File: src/nco_core_pkg.sv
package nco_core_pkg;

  // width of each period half and of the cycle count
  localparam int unsigned DATA_W = 8;

  // fractional bits of the fixed-point period
  localparam int unsigned FRAC_W = DATA_W;

  // full period is integer part on top of fractional part
  localparam int unsigned PERIOD_W = 2 * DATA_W;

endpackage

File: src/nco_reg_pkg.sv
package nco_reg_pkg;

  // apb bus widths
  localparam int unsigned APB_AW = 4;
  localparam int unsigned APB_DW = 32;

  // register offsets, word aligned
  typedef enum logic [APB_AW-1:0] {
    REG_CTRL     = 4'h0,
    REG_PER_INT  = 4'h4,
    REG_PER_FRAC = 4'h8,
    REG_STATUS   = 4'hC
  } nco_reg_e;

  // ctrl fields
  localparam int unsigned CTRL_EN_BIT   = 0;
  // self clearing, always reads back as 0
  localparam int unsigned CTRL_SRST_BIT = 1;

  // status fields, read only
  localparam int unsigned ST_INT_BIT  = 0;
  localparam int unsigned ST_FRAC_BIT = 1;
  localparam int unsigned ST_EN_BIT   = 2;

endpackage

File: src/nco_apb_regs.sv
`timescale 1ns/1ps

module nco_apb_regs
  import nco_reg_pkg::*;
  import nco_core_pkg::*;
(
  input  logic                clk_i,
  input  logic                rst_n_i,
  input  logic [APB_AW-1:0]   paddr_i,
  input  logic                psel_i,
  input  logic                penable_i,
  input  logic                pwrite_i,
  input  logic [APB_DW-1:0]   pwdata_i,
  output logic [APB_DW-1:0]   prdata_o,
  output logic                pready_o,
  output logic                pslverr_o,
  output logic [PERIOD_W-1:0] period_o,
  output logic                period_wen_o,
  output logic                enable_o,
  output logic                soft_rst_o
);

  logic              access;
  logic              wr_en;
  logic              addr_hit;
  logic              wr_ctrl;
  logic              wr_int;
  logic              wr_frac;
  logic              commit_d;
  logic [APB_DW-1:0] rdata;
  logic [APB_DW-1:0] status_w;

  logic [DATA_W-1:0] per_int_q;
  logic [DATA_W-1:0] per_frac_q;
  logic              pend_int_q;
  logic              pend_frac_q;
  logic              enable_q;
  logic              period_wen_q;
  logic              soft_rst_q;

  // no wait states
  assign pready_o = 1'b1;

  assign access = psel_i & penable_i;
  assign wr_en  = access & pwrite_i;

  always_comb begin
    status_w              = '0;
    status_w[ST_INT_BIT]  = pend_int_q;
    status_w[ST_FRAC_BIT] = pend_frac_q;
    status_w[ST_EN_BIT]   = enable_q;
  end

  // address decode and readback mux
  always_comb begin
    addr_hit = 1'b1;
    wr_ctrl  = 1'b0;
    wr_int   = 1'b0;
    wr_frac  = 1'b0;
    rdata    = '0;
    case (paddr_i)
      REG_CTRL: begin
        wr_ctrl            = wr_en;
        rdata[CTRL_EN_BIT] = enable_q;
      end
      REG_PER_INT: begin
        wr_int              = wr_en;
        rdata[DATA_W-1:0]   = per_int_q;
      end
      REG_PER_FRAC: begin
        wr_frac             = wr_en;
        rdata[DATA_W-1:0]   = per_frac_q;
      end
      REG_STATUS: begin
        rdata = status_w;
      end
      default: begin
        addr_hit = 1'b0;
      end
    endcase
  end

  assign prdata_o  = (access && !pwrite_i) ? rdata : '0;
  // status is read only
  assign pslverr_o = access & (~addr_hit | (pwrite_i & (paddr_i == REG_STATUS)));

  // commit once both halves have been written, counting this write
  assign commit_d = (wr_int | wr_frac) & (pend_int_q | wr_int) & (pend_frac_q | wr_frac);

  // staged period halves
  always_ff @(posedge clk_i or negedge rst_n_i) begin
    if (!rst_n_i) begin
      per_int_q  <= '0;
      per_frac_q <= '0;
    end else if (soft_rst_q) begin
      per_int_q  <= '0;
      per_frac_q <= '0;
    end else begin
      if (wr_int) begin
        per_int_q <= pwdata_i[DATA_W-1:0];
      end
      if (wr_frac) begin
        per_frac_q <= pwdata_i[DATA_W-1:0];
      end
    end
  end

  // pending flags, cleared by the commit pulse
  always_ff @(posedge clk_i or negedge rst_n_i) begin
    if (!rst_n_i) begin
      pend_int_q  <= 1'b0;
      pend_frac_q <= 1'b0;
    end else if (soft_rst_q) begin
      pend_int_q  <= 1'b0;
      pend_frac_q <= 1'b0;
    end else begin
      pend_int_q  <= wr_int | (pend_int_q & ~period_wen_q);
      pend_frac_q <= wr_frac | (pend_frac_q & ~period_wen_q);
    end
  end

  // enable survives soft reset
  always_ff @(posedge clk_i or negedge rst_n_i) begin
    if (!rst_n_i) begin
      enable_q <= 1'b0;
    end else if (wr_ctrl) begin
      enable_q <= pwdata_i[CTRL_EN_BIT];
    end
  end

  // one cycle control pulses
  always_ff @(posedge clk_i or negedge rst_n_i) begin
    if (!rst_n_i) begin
      period_wen_q <= 1'b0;
      soft_rst_q   <= 1'b0;
    end else begin
      period_wen_q <= commit_d;
      soft_rst_q   <= wr_ctrl & pwdata_i[CTRL_SRST_BIT];
    end
  end

  assign period_o     = {per_int_q, per_frac_q};
  assign period_wen_o = period_wen_q;
  assign enable_o     = enable_q;
  assign soft_rst_o   = soft_rst_q;

endmodule

File: src/nco_period_cnt.sv
`timescale 1ns/1ps

module nco_period_cnt
  import nco_core_pkg::*;
(
  input  logic              clk_i,
  input  logic              rst_n_i,
  input  logic [DATA_W-1:0] quant_i,
  input  logic              period_wen_i,
  input  logic              enable_i,
  input  logic              soft_rst_i,
  output logic              clk_out_o
);

  logic [DATA_W-1:0] cnt_q;
  logic [DATA_W-1:0] last_cnt;
  logic [DATA_W-1:0] half;
  logic              wrap;
  logic              level;
  logic              clk_out_q;

  // terminal count of this output period
  assign last_cnt = quant_i - 1'b1;
  assign wrap     = (cnt_q == last_cnt);

  // high for the upper part of the period
  assign half  = quant_i / 2;
  assign level = (cnt_q > half);

  // modulo counter, restarts on a new period
  always_ff @(posedge clk_i or negedge rst_n_i) begin
    if (!rst_n_i) begin
      cnt_q <= '0;
    end else if (soft_rst_i || period_wen_i) begin
      cnt_q <= '0;
    end else if (enable_i) begin
      if (wrap) begin
        cnt_q <= '0;
      end else begin
        cnt_q <= cnt_q + 1'b1;
      end
    end
  end

  // registered output level
  // a commit does not touch it, only soft reset and enable do
  always_ff @(posedge clk_i or negedge rst_n_i) begin
    if (!rst_n_i) begin
      clk_out_q <= 1'b0;
    end else if (soft_rst_i) begin
      clk_out_q <= 1'b0;
    end else if (enable_i) begin
      clk_out_q <= level;
    end
  end

  assign clk_out_o = clk_out_q;

endmodule

File: src/nco_phase_acc.sv
`timescale 1ns/1ps

module nco_phase_acc
  import nco_core_pkg::*;
(
  input  logic                clk_i,
  input  logic                rst_n_i,
  input  logic [PERIOD_W-1:0] period_i,
  input  logic                period_wen_i,
  input  logic                enable_i,
  input  logic                soft_rst_i,
  output logic [DATA_W-1:0]   quant_o,
  output logic                period_wen_o,
  output logic                enable_o,
  output logic                soft_rst_o
);

  logic [PERIOD_W-1:0] period_q;
  logic [PERIOD_W-1:0] acc_q;
  logic [PERIOD_W-1:0] diff;
  logic [DATA_W-1:0]   acc_int;
  logic [FRAC_W-1:0]   acc_frac;
  logic [DATA_W-1:0]   quant;

  assign acc_int  = acc_q[PERIOD_W-1:FRAC_W];
  assign acc_frac = acc_q[FRAC_W-1:0];

  // round to nearest whole cycle
  always_comb begin
    if (acc_frac == {1'b1, {(FRAC_W-1){1'b0}}}) begin
      // exact half, parity of the integer part breaks the tie
      quant = acc_int + {{(DATA_W-1){1'b0}}, ^acc_int};
    end else if (acc_frac[FRAC_W-1]) begin
      quant = acc_int + 1'b1;
    end else begin
      quant = acc_int;
    end
  end

  // residue left after the cycles just issued
  assign diff = period_q - {quant, {FRAC_W{1'b0}}};

  // active period, loaded on commit only
  always_ff @(posedge clk_i or negedge rst_n_i) begin
    if (!rst_n_i) begin
      period_q <= '0;
    end else if (soft_rst_i) begin
      period_q <= '0;
    end else if (period_wen_i) begin
      period_q <= period_i;
    end
  end

  // error accumulator
  // load ignores enable so a new period is ready when it goes high
  always_ff @(posedge clk_i or negedge rst_n_i) begin
    if (!rst_n_i) begin
      acc_q <= '0;
    end else if (soft_rst_i) begin
      acc_q <= '0;
    end else if (period_wen_i) begin
      acc_q <= period_i;
    end else if (enable_i) begin
      acc_q <= acc_q + diff;
    end
  end

  assign quant_o = quant;

  // controls pass straight on to the counter
  assign period_wen_o = period_wen_i;
  assign enable_o     = enable_i;
  assign soft_rst_o   = soft_rst_i;

endmodule

File: src/nco_top.sv
`timescale 1ns/1ps

module nco_top
  import nco_reg_pkg::*;
  import nco_core_pkg::*;
(
  input  logic              clk_i,
  input  logic              rst_n_i,
  input  logic [APB_AW-1:0] paddr_i,
  input  logic              psel_i,
  input  logic              penable_i,
  input  logic              pwrite_i,
  input  logic [APB_DW-1:0] pwdata_i,
  output logic [APB_DW-1:0] prdata_o,
  output logic              pready_o,
  output logic              pslverr_o,
  output logic              clk_out_o
);

  // register stage to accumulator
  logic [PERIOD_W-1:0] period;
  logic                reg_period_wen;
  logic                reg_enable;
  logic                reg_soft_rst;

  // accumulator to counter
  logic [DATA_W-1:0]   quant;
  logic                acc_period_wen;
  logic                acc_enable;
  logic                acc_soft_rst;

  nco_apb_regs u_apb_regs (
    .clk_i       (clk_i),
    .rst_n_i     (rst_n_i),
    .paddr_i     (paddr_i),
    .psel_i      (psel_i),
    .penable_i   (penable_i),
    .pwrite_i    (pwrite_i),
    .pwdata_i    (pwdata_i),
    .prdata_o    (prdata_o),
    .pready_o    (pready_o),
    .pslverr_o   (pslverr_o),
    .period_o    (period),
    .period_wen_o(reg_period_wen),
    .enable_o    (reg_enable),
    .soft_rst_o  (reg_soft_rst)
  );

  nco_phase_acc u_phase_acc (
    .clk_i       (clk_i),
    .rst_n_i     (rst_n_i),
    .period_i    (period),
    .period_wen_i(reg_period_wen),
    .enable_i    (reg_enable),
    .soft_rst_i  (reg_soft_rst),
    .quant_o     (quant),
    .period_wen_o(acc_period_wen),
    .enable_o    (acc_enable),
    .soft_rst_o  (acc_soft_rst)
  );

  nco_period_cnt u_period_cnt (
    .clk_i       (clk_i),
    .rst_n_i     (rst_n_i),
    .quant_i     (quant),
    .period_wen_i(acc_period_wen),
    .enable_i    (acc_enable),
    .soft_rst_i  (acc_soft_rst),
    .clk_out_o   (clk_out_o)
  );

endmodule

File: config.mk
export PLATFORM = sky130hd
export DESIGN_NAME = nco_top
export DESIGN_NICKNAME = d
export VERILOG_FILES = /design/src/nco_core_pkg.sv /design/src/nco_reg_pkg.sv /design/src/nco_apb_regs.sv /design/src/nco_period_cnt.sv /design/src/nco_phase_acc.sv /design/src/nco_top.sv
export SDC_FILE = /design/constraint.sdc
export NUM_CORES = 1
export LEC_CHECK = 0
export BUFFER_PORTS_ARGS = -buffer_cell sky130_fd_sc_hd__buf_2
export CORE_ASPECT_RATIO = 0.6
export CORE_UTILIZATION = 55
export DETAILED_ROUTE_END_ITERATION = 8
export PLACE_DENSITY = 0.79
export SLEW_MARGIN = 20
export SYNTH_ARGS = -nofsm -noshare
export SYNTH_HDL_FRONTEND = slang
export SYNTH_HIERARCHICAL = 1
export SYNTH_SLANG_ARGS = --single-unit
export TNS_END_PERCENT = 30
File: constraint.sdc
create_clock -name clk_i -period 6.55 [get_ports clk_i]
set_clock_uncertainty 0.2 [all_clocks]
set_input_delay 1.965 -clock clk_i [delete_from_list [all_inputs] [get_ports clk_i]]
set_output_delay 1.965 -clock clk_i [all_outputs]
set_load 0.02 [all_outputs]
==> results.txt <==
Worst Setup End Kind = primary output
Root Buffer = clkbuf_16
multi-input combinational cell area = 3151 sq um
Yosys warnings = 6
FF+latch area = 1551 sq um
Slew @ Worst Pin = 0.9435 ns
Final period util = 0.8089
Hold WC Path Type = reg -> reg
Avg Inst Size Synth = 8.915 sq um
clk sinks = 62
total power = 3173 uW
max_cap viols = 0
post-cts sizing count = 0
Std-Cell Core Area = 9189 sq um
DR iter-0 viols = 405
Cell variety after synth = 75
setup bufs post-CTS = 0
largest net degree at the start of global routing = 63
H-tree levels = 3
Slew HR = 0.3643
fin nets = 679
cell total after placement = 714
post-synthesis async set-or-reset flop share = 1.000
DP HPWL = 9221 microns
max-slew violation count = 0
all-layer global routing usage = 0.2728
full die area = 9872 sq um
setup tns final = 0 ns
register area share after synthesis = 0.2980
IO buf count = 26
Pwr Density = 568.7 nW/um^2
setup ws final = 1.251 ns
crit-path max FO = 10
Worst setup SP type = input pin
synth-to-layout area growth = 7.162%
# setup viols final = 0
Synth Flop Type = dfrtp_1
Peak Freq = 188.7 MHz
Die X-Extent = 127.6 microns
Remaining DRCs = 0
routed vias = 4265
VDD IR-drop max = 0.2887 mV
Static Leak = 0.002672 uW
Overflow after GRT = 0
Vias/cell = 5.842
CTS Buf Count = 9
fin util = 0.6072
vias in the first global route = 3903
row cnt = 27
Worst EP arrival = 3.13 ns
Pre-antenna DRT Iters = 7
routability cong. = 0.8616
post-route insts no fill = 730
unrepaired setup endpoints after global routing = false
CTS clk-pin slew, worst paths = 0.06 ns
Post-synth EDFFs = 0
DP Worst Slack = 1.231 ns
Worst-Skew Late Latency = 0.34 ns
initial antenna violation count = 0
#FFs+latches synth = 62
Gate Count Post-Synth = 584
layout cells sized above 1 = 0.1150
CTS tree = built
synthesized cell area = 5206 sq um
Routed Antenna Nets = 0
post-DR wirelength/cell = 17.19 microns
crit path time final = 5.299 ns
n_diodes = 0
Worst Path Required = 4.39 ns
DIE HEIGHT = 77.36 microns
IO Pins = 76
DRT Wirelength = 12550 microns
status = complete, no violations
cts hold-fix bufs = 0
filler instances = 778
Initial Util = 0.5666
Setup Crit Path Kind = in -> out
Hold Fails Final Rpt = 0
first-pass GRT wire length = 20600 microns
Clock Tree Buf Depth = 2
-- layout by cell type, fill, tap and decap left out, types with 3 or more instances in the layout --
cell,n
a211o_1,5
a211oi_1,3
a21o_1,9
a21oi_1,29
a22oi_1,9
a311oi_1,5
a31oi_1,5
and3_1,4
and4_2,3
buf_2,26
buf_4,4
clkbuf_16,9
conb_1,25
dfrtp_1,62
fa_1,7
ha_1,36
inv_1,59
mux2_1,3
mux2i_1,29
nand2_1,42
nand2b_1,34
nand3_1,11
nand4_1,6
nor2_1,44
nor2b_1,6
nor3_1,12
o211ai_1,5
o21a_1,4
o21ai_0,18
o22ai_1,3
xnor2_1,17
xor2_1,15
-- metrics by stage --
step / hold WS [ns] / instance area, sq um
after floorplan: 0.2863 / 5293
final: 0.3224 / 5579
after detailed placement: 0.3148 / 5246
after global placement: 0.3032 / 5246
after CTS: 0.3237 / 5579
after global routing: 0.3427 / 5579
-- path summary, 6_finish.rpt --
kind	startpoint	end	slack, ns	cells after the start
max	paddr_i[3]	prdata_o[1]	1.25	5
min	u_phase_acc/period_q[2]	u_phase_acc/period_q[2]	0.32	2
max reg2reg	u_phase_acc/acc_q[8]	u_phase_acc/acc_q[15]	1.62	16
min reg2reg	u_phase_acc/period_q[2]	u_phase_acc/period_q[2]	0.32	2
max in group asynchronous	rst_n_i	u_apb_regs/per_int_q[3]	4.00	2
min in group asynchronous	rst_n_i	u_phase_acc/acc_q[9]	1.59	2
-- synth_stat cells (7+ instances only) --
master	n	share of area
a21o_1	9	0.013
a21oi_1	29	0.028
a22oi_1	9	0.013
buf_4	30	0.043
clkbuf_1	11	0.0079
dfrtp_1	62	0.30
fa_1	7	0.027
ha_1	36	0.087
inv_1	59	0.043
mux2i_1	29	0.056
nand2_1	42	0.030
nand2b_1	34	0.041
nand3_1	11	0.011
nor2_1	44	0.032
nor3_1	12	0.012
o21ai_0	18	0.017
xnor2_1	17	0.029
xor2_1	15	0.025
-- worst max-delay path: stages --
cell and delay, ns:
buf_2 0.16, nor2b_1 0.54, a22oi_1 0.19, nor2_1 0.11, buf_2 0.17
-- flip-flops by register name (all words and copies together) (netlist names) --
name                     flops
u_apb_regs/enable_o          1
u_apb_regs/pend_frac_q       1
u_period_cnt/cnt_q           8
u_phase_acc/acc_q           16
u_apb_regs/per_int_q         8
u_apb_regs/per_frac_q        8
u_apb_regs/period_wen_o      1
u_period_cnt/clk_out_o       1
u_phase_acc/period_q        16
u_apb_regs/soft_rst_o        1
u_apb_regs/pend_int_q        1
-- power by group --
| group | total [uW] | internal [uW] | switching, uW |
|---|---|---|---|
| Clock | 535 | 346 | 189 |
| Combinational | 1950 | 842 | 1110 |
| Sequential | 687 | 499 | 188 |
| Total | 3170 | 1690 | 1490 |
-- final cells by class --
class,count,area share
well taps,130,0.02915
inverters,59,0.03969
repair buffers,30,0.02871
clock buffers,10,0.04283
flip-flops and latches,62,0.2781
clock inverters,6,0.01682
multi-input cells,433,0.5647
-- cell families after synthesis --
group | after synthesis | synth area share
other cells | 2 | 0.001442
fa+ha+maj | 43 | 0.1134
mux | 35 | 0.07090
buf+inv | 112 | 0.1134
compound gates | 114 | 0.1553
simple gates | 183 | 0.1906
flops | 62 | 0.2980
xor+xnor | 33 | 0.05696
-- routing by layer --
layer,wire length (microns),global-route usage,part of all wire
met1,6231,0.4108,0.50
met4,182,0.08118,0.015
met5,0,0,0
met3,849,0.04759,0.068
met2,5287,0.3973,0.42
(Power assumes the default switching activity.)
